File: config.mk
export PLATFORM = sky130hd
export DESIGN_NAME = spidergon_router
export DESIGN_NICKNAME = d
export VERILOG_FILES = /design/src/verilog/noc_pkg.sv /design/src/verilog/flit_pkg.sv /design/src/verilog/input_port.sv /design/src/verilog/output_arbiter.sv /design/src/verilog/spidergon_router.sv
export SDC_FILE = /design/constraint.sdc
export NUM_CORES = 1
export LEC_CHECK = 0
export BUFFER_PORTS_ARGS = -buffer_cell sky130_fd_sc_hd__buf_2
export CAP_MARGIN = 20
export CORE_ASPECT_RATIO = 0.6
export CORE_MARGIN = 2
export CORE_UTILIZATION = 43
export CTS_CLUSTER_SIZE = 30
export DETAILED_ROUTE_END_ITERATION = 16
export GPL_TIMING_DRIVEN = 0
export PLACE_DENSITY = 0.74
export SLEW_MARGIN = 40
export SYNTH_ARGS = -nofsm -noshare
export SYNTH_HDL_FRONTEND = slang
export SYNTH_SLANG_ARGS = --single-unit
File: constraint.sdc
create_clock -name clk -period 9.04 [get_ports clk]
set_clock_uncertainty 0.15 [all_clocks]
set_input_delay 0.904 -clock clk [delete_from_list [all_inputs] [get_ports clk]]
set_output_delay 0.904 -clock clk [all_outputs]
set_load 0.1 [all_outputs]
File: src/verilog/noc_pkg.sv
// topology constants and port directions shared by the Spidergon routers and the top level
`default_nettype none

package noc_pkg;

	// number of routers on the ring, must be a multiple of four
	localparam int NUM_NODES = 8;

	// bits needed to name one node
	localparam int NODE_ID_WIDTH = $clog2(NUM_NODES);

	// local, clockwise, anticlockwise and across
	localparam int NUM_PORTS = 4;

	// ring distances up to this value stay on the ring
	// anything further away takes the across link first
	localparam int QUARTER = NUM_NODES / 4;

	// router port index, also used as the output selector of a route
	typedef enum logic [1:0] {
		dir_local         = 2'd0,
		dir_clockwise     = 2'd1,
		dir_anticlockwise = 2'd2,
		dir_across        = 2'd3
	} port_dir_e;

endpackage

`default_nettype wire

File: src/verilog/flit_pkg.sv
// flit format carried on every link and on the inject and eject ports of the network
`default_nettype none

package flit_pkg;

	// payload bits carried by each flit
	localparam int PAYLOAD_WIDTH = 16;

	// two-bit flit type code
	// only header flits are routed, the rest are dropped at the input
	typedef enum logic [1:0] {
		flit_tail   = 2'b00,
		flit_head   = 2'b01,
		flit_body   = 2'b10,
		flit_header = 2'b11
	} flit_type_e;

	// one single-flit packet
	typedef struct packed {
		flit_type_e                        flit_type;
		logic [noc_pkg::NODE_ID_WIDTH-1:0] dest;
		logic [noc_pkg::NODE_ID_WIDTH-1:0] src;
		logic [PAYLOAD_WIDTH-1:0]          payload;
	} flit_t;

endpackage

`default_nettype wire

File: src/verilog/input_port.sv
// router input buffer with the shortest-path, across-first route choice for its head flit
`timescale 1ns/1ps
`default_nettype none

module input_port #(
	parameter int FIFO_DEPTH = 2,
	parameter int NODE_ID = 0
) (
	input  logic                           clk,
	input  logic                           reset,
	input  flit_pkg::flit_t                in_flit,
	input  logic                           in_valid,
	output logic                           in_ready,
	input  logic                           grant,
	output logic [noc_pkg::NUM_PORTS-1:0]  request,
	output flit_pkg::flit_t                head_flit
);
	import noc_pkg::*;
	import flit_pkg::*;

	localparam int PTR_WIDTH = (FIFO_DEPTH > 1) ? $clog2(FIFO_DEPTH) : 1;
	localparam int COUNT_WIDTH = $clog2(FIFO_DEPTH + 1);
	localparam int DIST_WIDTH = NODE_ID_WIDTH + 1;
	localparam logic [DIST_WIDTH-1:0] NODES_D = DIST_WIDTH'(NUM_NODES);
	localparam logic [DIST_WIDTH-1:0] OFFSET_D = DIST_WIDTH'(NUM_NODES - NODE_ID);
	localparam logic [DIST_WIDTH-1:0] QUARTER_D = DIST_WIDTH'(QUARTER);
	localparam logic [DIST_WIDTH-1:0] FAR_D = DIST_WIDTH'(NUM_NODES - QUARTER);

	flit_t                  fifo_mem [FIFO_DEPTH];
	logic [PTR_WIDTH-1:0]   rd_ptr;
	logic [PTR_WIDTH-1:0]   wr_ptr;
	logic [COUNT_WIDTH-1:0] count;
	logic                   fifo_empty;
	logic                   push;
	logic                   pop;
	logic                   drop;
	logic [DIST_WIDTH-1:0]  sum;
	logic [DIST_WIDTH-1:0]  distance;
	port_dir_e              route_dir;

	function automatic logic [PTR_WIDTH-1:0] next_ptr(input logic [PTR_WIDTH-1:0] ptr);
		if (ptr == PTR_WIDTH'(FIFO_DEPTH - 1))
			return '0;
		return ptr + 1'b1;
	endfunction

	assign fifo_empty = (count == '0);
	assign in_ready = (count != COUNT_WIDTH'(FIFO_DEPTH));
	assign push = in_valid && in_ready;
	assign head_flit = fifo_mem[rd_ptr];
	// anything other than a header flit is discarded from the head
	assign drop = !fifo_empty && (head_flit.flit_type != flit_header);
	assign pop = grant || drop;

	always_ff @(posedge clk)
	begin
		if (reset)
		begin
			rd_ptr <= '0;
			wr_ptr <= '0;
			count <= '0;
		end
		else
		begin
			if (push)
				wr_ptr <= next_ptr(wr_ptr);
			if (pop)
				rd_ptr <= next_ptr(rd_ptr);
			if (push && !pop)
				count <= count + 1'b1;
			else if (pop && !push)
				count <= count - 1'b1;
		end
	end

	always_ff @(posedge clk)
	begin
		if (push)
			fifo_mem[wr_ptr] <= in_flit;
	end

	// ring distance from this node to the destination, going clockwise
	always_comb
	begin
		sum = {1'b0, head_flit.dest} + OFFSET_D;
		distance = (sum >= NODES_D) ? sum - NODES_D : sum;
		if (distance == '0)
			route_dir = dir_local;
		else if (distance <= QUARTER_D)
			route_dir = dir_clockwise;
		else if (distance >= FAR_D)
			route_dir = dir_anticlockwise;
		else
			route_dir = dir_across;
	end

	always_comb
	begin
		request = '0;
		if (!fifo_empty && !drop)
			request[route_dir] = 1'b1;
	end

endmodule

`default_nettype wire

File: src/verilog/output_arbiter.sv
// round-robin arbiter and output register for one outgoing link of a router
`timescale 1ns/1ps
`default_nettype none

module output_arbiter (
	input  logic                                   clk,
	input  logic                                   reset,
	input  logic [noc_pkg::NUM_PORTS-1:0]          request,
	output logic [noc_pkg::NUM_PORTS-1:0]          grant,
	input  flit_pkg::flit_t [noc_pkg::NUM_PORTS-1:0] in_flit,
	output flit_pkg::flit_t                        out_flit,
	output logic                                   out_valid,
	input  logic                                   out_ready
);
	import noc_pkg::*;
	import flit_pkg::*;

	localparam int SEL_WIDTH = $clog2(NUM_PORTS);

	logic [SEL_WIDTH-1:0] last;
	logic [SEL_WIDTH-1:0] winner;
	logic [SEL_WIDTH-1:0] idx;
	logic                 any_request;
	logic                 can_load;

	// the register may take a new flit when empty or when it drains this cycle
	assign can_load = !out_valid || out_ready;

	// search starts one past the previous winner
	always_comb
	begin
		winner = last;
		any_request = 1'b0;
		idx = last;
		for (int i = 1; i <= NUM_PORTS; i++)
		begin
			idx = last + SEL_WIDTH'(i);
			if (!any_request && request[idx])
			begin
				any_request = 1'b1;
				winner = idx;
			end
		end
		grant = '0;
		if (any_request && can_load)
			grant[winner] = 1'b1;
	end

	always_ff @(posedge clk)
	begin
		if (reset)
		begin
			out_valid <= 1'b0;
			last <= '0;
		end
		else if (|grant)
		begin
			out_valid <= 1'b1;
			last <= winner;
		end
		else if (out_ready)
			out_valid <= 1'b0;
	end

	always_ff @(posedge clk)
	begin
		if (|grant)
			out_flit <= in_flit[winner];
	end

endmodule

`default_nettype wire

File: src/verilog/spidergon_router.sv
// one Spidergon node: four buffered inputs switched onto four arbitrated outputs
`timescale 1ns/1ps
`default_nettype none

module spidergon_router #(
	parameter int FIFO_DEPTH = 2,
	parameter int NODE_ID = 0
) (
	input  logic                                     clk,
	input  logic                                     reset,
	input  flit_pkg::flit_t [noc_pkg::NUM_PORTS-1:0] link_in_flit,
	input  logic [noc_pkg::NUM_PORTS-1:0]            link_in_valid,
	output logic [noc_pkg::NUM_PORTS-1:0]            link_in_ready,
	output flit_pkg::flit_t [noc_pkg::NUM_PORTS-1:0] link_out_flit,
	output logic [noc_pkg::NUM_PORTS-1:0]            link_out_valid,
	input  logic [noc_pkg::NUM_PORTS-1:0]            link_out_ready
);
	import noc_pkg::*;
	import flit_pkg::*;

	// requests as raised by each input, [input][output]
	logic [NUM_PORTS-1:0][NUM_PORTS-1:0] input_request;
	// requests as seen by each arbiter, [output][input]
	logic [NUM_PORTS-1:0][NUM_PORTS-1:0] arbiter_request;
	// grants from each arbiter, [output][input]
	logic [NUM_PORTS-1:0][NUM_PORTS-1:0] arbiter_grant;
	// grants regrouped per input, [input][output]
	logic [NUM_PORTS-1:0][NUM_PORTS-1:0] input_grant;
	flit_t [NUM_PORTS-1:0]               head_flit;

	// crossbar request and grant transpose
	for (genvar o = 0; o < NUM_PORTS; o++)
	begin : g_xbar_out
		for (genvar i = 0; i < NUM_PORTS; i++)
		begin : g_xbar_in
			assign arbiter_request[o][i] = input_request[i][o];
			assign input_grant[i][o] = arbiter_grant[o][i];
		end
	end

	for (genvar p = 0; p < NUM_PORTS; p++)
	begin : g_port
		input_port #(
			.FIFO_DEPTH (FIFO_DEPTH),
			.NODE_ID    (NODE_ID)
		) input_port_i (
			.clk       (clk),
			.reset     (reset),
			.in_flit   (link_in_flit[p]),
			.in_valid  (link_in_valid[p]),
			.in_ready  (link_in_ready[p]),
			// an input requests one output, so at most one grant bit is set
			.grant     (|input_grant[p]),
			.request   (input_request[p]),
			.head_flit (head_flit[p])
		);

		output_arbiter output_arbiter_i (
			.clk       (clk),
			.reset     (reset),
			.request   (arbiter_request[p]),
			.grant     (arbiter_grant[p]),
			.in_flit   (head_flit),
			.out_flit  (link_out_flit[p]),
			.out_valid (link_out_valid[p]),
			.out_ready (link_out_ready[p])
		);
	end

endmodule

`default_nettype wire

==> impl_metrics.json, run 1 <==
{
  "status": "finished, final reports clean",
  "grt_usage": 0.261,
  "synth.top_cell.area_share": 0.567,
  "sw_frac_of_total": 0.460,
  "avgSynthCellArea_um2": 12.6,
  "path_max_fanout": 26,
  "ys_seq_area_frac": 0.609,
  "cp-end-kind": "register",
  "switchingPower_mw": 2.98,
  "syn-cell-area_um2": 15300,
  "synthMostInstantiatedCell": "edfxtp_1",
  "irDropWorstVdd_mv": 0.214,
  "fin_setup_tns_ns": 0,
  "first_pass_iters": 6,
  "worstHoldPathCells": 1,
  "cts_max_path_buffers": 3,
  "p_leak_nw": 6.51,
  "start_kind": "register",
  "totalWireLength_mm": 49.5,
  "setup_slack_ns": 4.75,
  "combPwrFrac": 0.480,
  "area_growth_pct": 18.4,
  "worstMarginPinSlew_ns": 0.897,
  "hold_viol_final": 0,
  "synth-edff-count": 288,
  "synth_compound_area_frac": 0.108,
  "synth_fp_nets": 1322,
  "postCtsResizedCells": 0,
  "clock_sinks": 320,
  "drt_iter0_drc": 1510,
  "io_buffers": 209,
  "synthMuxAreaShare": 0.144,
  "gp_congestion": 0.970,
  "synthTopCellsByArea": "edfxtp_1 57%, mux2_2 9.7%, nand2_1 4.5%, dfxtp_1 4.2%, o21ai_0 4.1%",
  "synth_warnings": 0,
  "initial_utilization": 0.437,
  "rows": 53,
  "antenna_cells": 0,
  "synth_top_family_by_area": "multiplexers",
  "wl_per_cell_um": 25.4,
  "post-dp-hpwl_mm": 37.4,
  "post-place-ws_ns": 4.88,
  "cts_hold_buffers": 0,
  "relSlewSlack": 0.385,
  "cts_tree": "yes",
  "grt_pass1_wl_mm": 69.5,
  "finalMaxSlewViolations": 0,
  "root_buffer": "clkbuf_16",
  "final_cell_area_um2": 18100,
  "synth-xor-area-share": 0.00861,
  "vias_per_cell": 5.85,
  "worstSetupEndpoint": "g_port[0].input_port_i.count[1]",
  "yosys.area_share.simple": 0.101,
  "worstRegToRegCells": 12,
  "synth_common_cells": "288 x edfxtp_1, 182 x nand2_1, 131 x mux2_2",
  "io_pins": 210,
  "crit_type": "reg2reg",
  "r2r_slack_ns": 4.75,
  "grt_max_degree": 27,
  "final_cells": 1951,
  "maxCapViolCount": 0,
  "die_x_um": 247,
  "intPower_mw": 3.50,
  "die_area_um2": 37000,
  "clkPwrFrac": 0.186,
  "async_flop_share": 0,
  "grt_antenna_before_repair": 0,
  "p_total_mw": 6.48,
  "dpl_cell_area_um2": 17100,
  "ant_nets": 0,
  "period_share": 0.475,
  "grt_pass1_vias": 10700,
  "vias": 11400,
  "core_um2": 34900,
  "drive_above_1_share": 0.318,
  "cts_setup_buffers": 0,
  "dp.cells": 1897,
  "crit_arrival_ns": 4.64,
  "pwr-share-seq": 0.334,
  "syn_inst": 1212,
  "worstPathRequired_ns": 9.39,
  "min_from": "link_in_flit[41]",
  "rsz0062_at_grt": "false",
  "ys.flop_type": "edfxtp_1",
  "p_per_area_nw_per_um2": 359,
  "fillers": 2966,
  "clkLatencyLatePin_ns": 0.58,
  "cts_made_buffers": 30,
  "overflow": 0,
  "reg2reg_to": "g_port[0].input_port_i.count[1]",
  "drc_errors": 0,
  "nNetsFinal": 1572,
  "hold_class": "in2reg",
  "cts_max_level": 1,
  "ys_ff_latch": 320,
  "synth_top_cell_by_area": "edfxtp_1",
  "synth.distinct_cells": 74,
  "die_height_um": 150,
  "fmax_ghz": 0.233,
  "setup_viol": 0,
  "synthAdderAreaFrac": 0.00328,
  "clk_pin_slew_worst_paths_ns": 0.08,
  "min_period_ns": 4.29
}
==> metal layers <==
metal,up-vias,part of all wire,global-route usage
met3,72,0.13,0.0915
met5,-,0,0
met4,0,0.018,0.0479
met1,5615,0.45,0.395
met2,691,0.40,0.360
li1,5043,-,-
==> registers in the layout (all words and copies together), names as in the netlist, named ones only <==
| name | count |
|---|---|
| g_port.input_port_i.wr_ptr | 4 |
| g_port.input_port_i.count | 8 |
| g_port.output_arbiter_i.out_valid | 4 |
| g_port.input_port_i.fifo_mem | 192 |
| g_port.output_arbiter_i.out_flit | 96 |
| g_port.input_port_i.rd_ptr | 4 |
| g_port.output_arbiter_i.last | 8 |
==> cell usage in the layout (no fill, tap or decap), types with 32 or more instances in the layout <==
master	Yosys	routed
a21oi_1	41	41
buf_2	16	225
clkbuf_1	41	46
dfxtp_1	32	32
edfxtp_1	288	288
mux2_2	131	131
mux2i_1	50	45
nand2_1	182	182
nor2_1	45	41
o21ai_0	126	126
==> how the worst min path moves through the flow <==
stage	to	slack, ns
after CTS	g_port[1].input_port_i.fifo_mem[0][17]	0.34
after global placement	g_port[0].input_port_i.count[1]	0.35
after global routing	g_port[3].input_port_i.fifo_mem[0][12]	0.34
final	g_port[1].input_port_i.fifo_mem[0][17]	0.36
after floorplan	g_port[0].input_port_i.count[1]	0.33
after detailed placement	g_port[0].input_port_i.count[1]	0.37
==> cell families after synthesis <==
| group | Yosys count |
|---|---|
| xor gates and xnor gates | 15 |
| adders and majority gates | 4 |
| and+or+nand+nor | 324 |
| AOI/OAI and AO/OA | 263 |
| buffers and inverters | 88 |
| DFF | 320 |
| muxes | 198 |
==> area by class of cell <==
cell class | count | area, µm² | share of cell area
Multi-Input combinational cell | 804 | 5650 | 0.313
Inverter | 12 | 45.0 | 0.00249
Buffer | 76 | 360 | 0.0199
Clock inverter | 18 | 155 | 0.00859
Clock buffer | 36 | 773 | 0.0428
Tap cell | 467 | 584 | 0.0323
Timing Repair Buffer | 218 | 1210 | 0.0670
Sequential cell | 320 | 9290 | 0.514
==> power groups by stage <==
stage	Clock, mW	Sequential, mW	Combinational, mW
after floorplan	0	2.93	1.40
after global placement	0	2.20	2.94
after detailed placement	0	2.19	3.03
after CTS	1.22	2.16	3.04
after global routing	1.28	2.19	3.24
final	1.21	2.17	3.11
==> critical path, stage by stage, from the launching register on <==
cell,delay (ns)
dfxtp_1,0.33
buf_2,0.25
mux2i_2,0.52
nor3_1,0.09
o211ai_1,0.52
nand2_1,0.20
o21ai_2,0.33
inv_2,0.39
nand3_1,0.25
and4bb_1,0.36
ha_1,0.32
or3_1,0.35
a21oi_1,0.14
==> through the flow <==
step / util / hold WS, ns
after CTS: 0.516 / 0.344
after global placement: 0.483 / 0.347
after floorplan: - / 0.330
after global routing: 0.517 / 0.339
final: 0.517 / 0.363
after detailed placement: 0.490 / 0.373
Power figures use the tool's default switching activity.
==> run 2: changes to the inputs <==
--- a/config.mk
+++ b/config.mk
@@ -13,7 +13,7 @@
 export CTS_CLUSTER_SIZE = 30
 export DETAILED_ROUTE_END_ITERATION = 16
 export GPL_TIMING_DRIVEN = 0
-export PLACE_DENSITY = 0.74
+export PLACE_DENSITY = 0.76
 export SLEW_MARGIN = 40
 export SYNTH_ARGS = -nofsm -noshare
 export SYNTH_HDL_FRONTEND = slang
==> constraint.sdc (replaced) <==
create_clock -name clk -period 3.55 [get_ports clk]
set_clock_uncertainty 0.15 [all_clocks]
set_input_delay 0.355 -clock clk [delete_from_list [all_inputs] [get_ports clk]]
set_output_delay 0.355 -clock clk [all_outputs]
set_load 0.1 [all_outputs]
==> run 2 against run 1 <==
Effect of this change:
- the flow now finishes with violations (negative setup slack)
- non-clock buffer count is 154 higher
- sequential power grew to 2.6 times the previous value
- critical path depth unchanged
- worst setup slack worse by 4.8 ns
- cell count rose by 8.0%
- wire length up 6.0%
- global-route usage up 1.0 points
- via count rose by 8.8%
- critical endpoint is now g_port[3].input_port_i.count[1]
- largest cell class unchanged
==> impl_metrics.json, run 2 (synthesis results as in run 1) <==
{
  "clkLatencyLatePin_ns": 0.60,
  "initial_utilization": 0.437,
  "gp_congestion": 0.943,
  "root_buffer": "clkbuf_16",
  "post-dp-hpwl_mm": 36.8,
  "die_x_um": 247,
  "path_max_fanout": 6,
  "cp-end-kind": "register",
  "die_area_um2": 37000,
  "cts_max_level": 1,
  "rsz0062_at_grt": "true",
  "final_cell_mix": "288 x edfxtp_1, 225 x buf_2, 179 x nand2_1",
  "rows": 53,
  "relSlewSlack": 0.407,
  "setup_viol": 3,
  "grt_pass1_vias": 11700,
  "hold_class": "in2reg",
  "overflow": 0,
  "cts_max_path_buffers": 3,
  "grt_pass1_wl_mm": 73.4,
  "cts_made_buffers": 30,
  "ant_nets": 0,
  "violations": "negative setup slack",
  "worstRegToRegCells": 12,
  "min_period_ns": 3.64,
  "worstPathRequired_ns": 3.90,
  "fmax_ghz": 0.275,
  "wl_per_cell_um": 24.9,
  "largest_reg_flops": 192,
  "crit_type": "reg2reg",
  "p_per_area_nw_per_um2": 878,
  "layout_commonest_cell": "edfxtp_1",
  "drive_above_1_share": 0.352,
  "reg_top3": "g_port.input_port_i.fifo_mem (192), g_port.output_arbiter_i.out_flit (96)",
  "vias": 12400,
  "setup_slack_ns": -0.0873,
  "period_share": 1.02,
  "fillers": 2822,
  "nNetsFinal": 1726,
  "worstHoldPathCells": 3,
  "status": "finished with violations",
  "max_flop_register": "g_port.input_port_i.fifo_mem",
  "first_pass_iters": 6,
  "area_growth_pct": 30.8,
  "clk_pin_slew_worst_paths_ns": 0.06,
  "drt_iter0_drc": 1712,
  "multiInputGateArea_um2": 5970,
  "worstMarginPinSlew_ns": 0.889,
  "crit_arrival_ns": 3.99,
  "min_from": "link_out_ready[3]",
  "die_height_um": 150,
  "core_um2": 34900,
  "maxCapViolCount": 0,
  "grt_antenna_before_repair": 1,
  "hold_viol_final": 0,
  "vias_per_cell": 5.90,
  "p_leak_nw": 7.36,
  "post-place-ws_ns": -0.623,
  "irDropWorstVdd_mv": 0.655,
  "finalMaxSlewViolations": 0,
  "p_total_mw": 17.5,
  "grt_max_degree": 27,
  "grt_usage": 0.271,
  "whs_endpoint": "g_port[3].output_arbiter_i.out_valid",
  "seq_area_um2": 9300,
  "cts_tree": "yes",
  "drc_errors": 0,
  "clock_sinks": 320,
  "r2r_slack_ns": -0.09,
  "io_pins": 210,
  "start_kind": "register",
  "io_buffers": 209,
  "totalWireLength_mm": 52.4,
  "reg2reg_to": "g_port[3].input_port_i.count[1]"
}
[run 2: cell types whose count changed in the layout (fill, tap and decap cells not counted), sizes merged]
cell         previous run  this run
buf                   252       309
clkinvlp                5         1
bufinv                  1         5
diode                   0         1
dlygate4sd3             0        99
inv                    13        12
[run 2: worst max path at each step]
stage                        start                               to  slack, ns  cells after the start
final                     register  g_port[3].input_port_i.count[1]      -0.09                     12
after global routing      register  g_port[3].input_port_i.count[1]      -0.14                     13
after CTS                 register  g_port[2].input_port_i.count[1]      -0.09                     11
after detailed placement  register  g_port[2].input_port_i.count[1]      -0.62                     11
after global placement    register  g_port[1].input_port_i.count[1]      -1.33                     11
after floorplan           register  g_port[1].input_port_i.count[1]       0.07                     11
[run 2: where the power goes]
group | switching [mW] | leakage [nW] | internal, mW
Clock | 1.45 | 0.501 | 1.96
Combinational | 5.97 | 3.93 | 2.54
Sequential | 0.380 | 2.93 | 5.21
[run 2: worst max-delay path, cell delays in order (launching register included)]
cell and delay (ns):
dfxtp_2 0.33, buf_6 0.14, mux2_4 0.36, xnor2_2 0.19
nor3_2 0.09, buf_4 0.14, a22o_1 0.21, a211oi_4 0.42
and3b_1 0.27, nor4_4 0.42, ha_1 0.32, or3_1 0.36
a21oi_1 0.16
[run 2: metrics by stage]
| stage | TNS, ns | hold WS [ns] | util | area (µm²) | std cells |
|---|---|---|---|---|---|
| 2_1_floorplan | 0 | 0.304 | - | 15300 | 1212 |
| 3_3_place_gp | -25.89 | 0.340 | 0.484 | 16900 | 1888 |
| 3_5_place_dp | -15.59 | 0.369 | 0.489 | 17100 | 1897 |
| 4_1_cts | -0.200 | 0.0569 | 0.556 | 19400 | 2068 |
| 5_1_grt | -0.316 | 0.0723 | 0.571 | 20000 | 2106 |
| 6_report | -0.134 | 0.0525 | 0.571 | 20000 | 2107 |
[run 2: repair_timing]
item,CTS,global route
pin swaps,12,22
endpoints found under the setup margin,107,71
buffers inserted,17,40
gates resized for setup,40,52
endpoints found under the hold margin,195,0
cloned,0,1
hold buffers,99,0
[run 2: layer usage]
| layer | wire length (µm) | part of all wire | up-vias | GRT usage |
|---|---|---|---|---|
| li1 | - | - | 5345 | - |
| met1 | 21600 | 0.41 | 6045 | 0.393 |
| met2 | 22200 | 0.42 | 913 | 0.393 |
| met3 | 6850 | 0.13 | 128 | 0.0698 |
| met4 | 1770 | 0.034 | 0 | 0.0967 |
| met5 | 0 | 0 | - | 0 |
[run 2: area by class of cell]
cell class                      instances  area share
Multi-Input combinational cell        804       0.299
Sequential cell                       320       0.466
Clock inverter                         17      0.0110
Clock buffer                           38      0.0401
Inverter                               12     0.00263
Tap cell                              467      0.0293
Buffer                                 73      0.0194
Antenna cell                            1    0.000125
Timing Repair Buffer                  375       0.132
==> run 3: changes to the inputs <==
==> constraint.sdc (replaced) <==
create_clock -name clk -period 3.02 [get_ports clk]
set_clock_uncertainty 0.15 [all_clocks]
set_input_delay 0.302 -clock clk [delete_from_list [all_inputs] [get_ports clk]]
set_output_delay 0.302 -clock clk [all_outputs]
set_load 0.1 [all_outputs]
==> run 3 against run 2 <==
Effect of this change:
- the run still ends with negative setup slack left
- largest cell class unchanged
- non-clock buffer count grew 69
- global-route usage rose by 1.9 points
- highest routed layer unchanged
- cell count grew 3.4%
- power rose by 35%
- core utilization rose by 6.1 points
- via count up 7.0%
- clock power is 26% higher
- combinational power grew 49%
- sequential power grew 18%
==> impl_metrics.json, run 3 (synthesis results as in run 1) <==
{
  "status": "finished with violations",
  "violations": "negative setup slack",
  "area_growth_pct": 44.7,
  "ant_nets": 0,
  "grt_pass1_vias": 12400,
  "wl_per_cell_um": 26.7,
  "grt_antenna_before_repair": 1,
  "start_kind": "register",
  "cts_max_level": 1,
  "irDropWorstVdd_mv": 0.787,
  "post-place-ws_ns": -1.45,
  "cp-end-kind": "register",
  "slowest_stage": "o21ai_2",
  "switchingPower_mw": 10.4,
  "period_share": 1.16,
  "drive_above_1_share": 0.482,
  "post-dp-hpwl_mm": 37.0,
  "die_area_um2": 37000,
  "nNetsFinal": 1797,
  "rsz0062_at_grt": "true",
  "reg_top3": "g_port.input_port_i.fifo_mem (192), g_port.output_arbiter_i.out_flit (96)",
  "worstPathRequired_ns": 3.37,
  "crit_chain": "buf_8 > and3b_1 > o211a_1 > nand3_1 > nand2_2 > o21ai_2 > nor3_1 > a2111oi_4 > buf_4 > ha_4 > or3_1 > a21oi_1",
  "p_leak_nw": 8.38,
  "max_flop_register": "g_port.input_port_i.fifo_mem",
  "cts_made_buffers": 31,
  "cts_tree": "yes",
  "setup_slack_ns": -0.488,
  "fmax_ghz": 0.285,
  "io_buffers": 209,
  "grt_usage": 0.290,
  "vias_per_cell": 6.11,
  "crit_family": "compound AO/OA/AOI/OAI gates",
  "maxCapViolCount": 0,
  "antenna_cells": 0,
  "core_um2": 34900,
  "relSlewSlack": 0.263,
  "setup_viol": 86,
  "hold_viol_final": 0,
  "hold_class": "in2reg",
  "grt_pass1_wl_mm": 77.9,
  "clock_sinks": 320,
  "gp_congestion": 0.926,
  "cts_max_path_buffers": 3,
  "pwr-share-seq": 0.279,
  "final_util": 0.632,
  "cpPeakStageDelay_ns": 0.52,
  "die_height_um": 150,
  "sw_frac_of_total": 0.441,
  "clkPwrFrac": 0.182,
  "critPathBufInv": 2,
  "final_cell_mix": "288 x edfxtp_1, 215 x buf_2, 106 x nand2_1",
  "largest_reg_flops": 192,
  "vias": 13300,
  "root_buffer": "clkbuf_16",
  "combPwrFrac": 0.539,
  "drt_iter0_drc": 1936,
  "p_per_area_nw_per_um2": 1070,
  "path_max_fanout": 8,
  "rows": 53,
  "clkLatencyLatePin_ns": 0.59,
  "drc_errors": 0,
  "grt_max_degree": 25,
  "layout_commonest_cell": "edfxtp_1",
  "min_from": "link_in_valid[2]",
  "initial_utilization": 0.437,
  "crit_arrival_ns": 3.85,
  "io_pins": 210,
  "worstMarginPinSlew_ns": 1.11,
  "die_x_um": 247,
  "clk_pin_slew_worst_paths_ns": 0.08,
  "intPower_mw": 13.2,
  "finalMaxSlewViolations": 0,
  "crit_type": "reg2reg",
  "overflow": 0,
  "first_pass_iters": 8,
  "min_period_ns": 3.51,
  "totalWireLength_mm": 58.1
}
## run 3: changes by cell type in the layout (fill, tap and decap cells not counted), moves of 17 or more
cell     change
buf_12      +21
o21ai_1     +33
nand2_1     -73
o21ai_0     -79
nand2_2     +68
o21ai_2     +45
mux2_4      +52
buf_6       +32
mux2_2      -43
buf_4       +17
## run 3: final timing paths
path / to / slack [ns] / depth (start not counted)
worst max-delay path: g_port[1].input_port_i.count[1] / -0.49 / 12
worst min-delay path: g_port[2].input_port_i.wr_ptr / 0.02 / 4
worst max register to register: g_port[1].input_port_i.count[1] / -0.49 / 12
worst min register to register: g_port[2].output_arbiter_i.out_valid / 0.39 / 2
## run 3: power by group through the flow
stage,Clock [mW],Combinational [mW],Sequential (mW)
2_1_floorplan,0,4.30,8.76
3_3_place_gp,0,8.79,6.60
3_5_place_dp,0,9.10,6.60
4_1_cts,4.30,11.0,6.56
5_1_grt,4.50,13.0,6.66
6_report,4.30,12.7,6.60
## run 3: worst reg2reg max path, delay by kind of cell (launching register included)
kind / cells / cell delay (ns)
buffers and inverters: 2 / 0.33
AO/OA/AOI/OAI: 4 / 1.27
adder cells (fa/ha/maj): 1 / 0.20
AND/OR/NAND/NOR: 5 / 1.07
flip-flops: 1 / 0.39
## run 3: layout make-up
class,instances,area [µm²]
fillers,2440,12900
flip-flops and latches,320,9300
multi-input cells,804,6810
repair buffers,445,3620
clock buffers,39,826
plain buffers,72,598
well taps,467,584
clock inverters,18,284
inverters,12,48.8
repair inverters,1,7.51
## run 3: stage by stage
step	setup TNS [ns]	power, mW	cell area (µm²)	hold WS, ns	instances
after floorplan	-1.30	13.1	15400	0.251	1212
after detailed placement	-81.27	15.7	17200	0.344	1898
after global placement	-103.87	15.4	17000	0.342	1888
after global routing	-17.58	24.2	22100	0.0394	2178
after CTS	-8.90	21.9	21100	0.00662	2146
final	-14.62	23.6	22100	0.0184	2178
## run 3: per-layer routing
layer	vias to the layer above	wire, µm	global-route usage
met5	-	0	0
met4	0	3050	0.120
met3	260	8920	0.0938
met2	1141	23800	0.413
met1	6401	22300	0.407
li1	5503	-	-
## run 3: repair_timing
| action | 4_1_cts | 5_1_grt |
|---|---|---|
| hold endpoints to repair | 195 | 0 |
| gates cloned | 6 | 8 |
| endpoints found under the setup margin | 165 | 105 |
| pin swaps | 47 | 44 |
| hold buffers | 99 | 0 |
| resized for setup | 295 | 241 |
| buffers inserted | 88 | 38 |
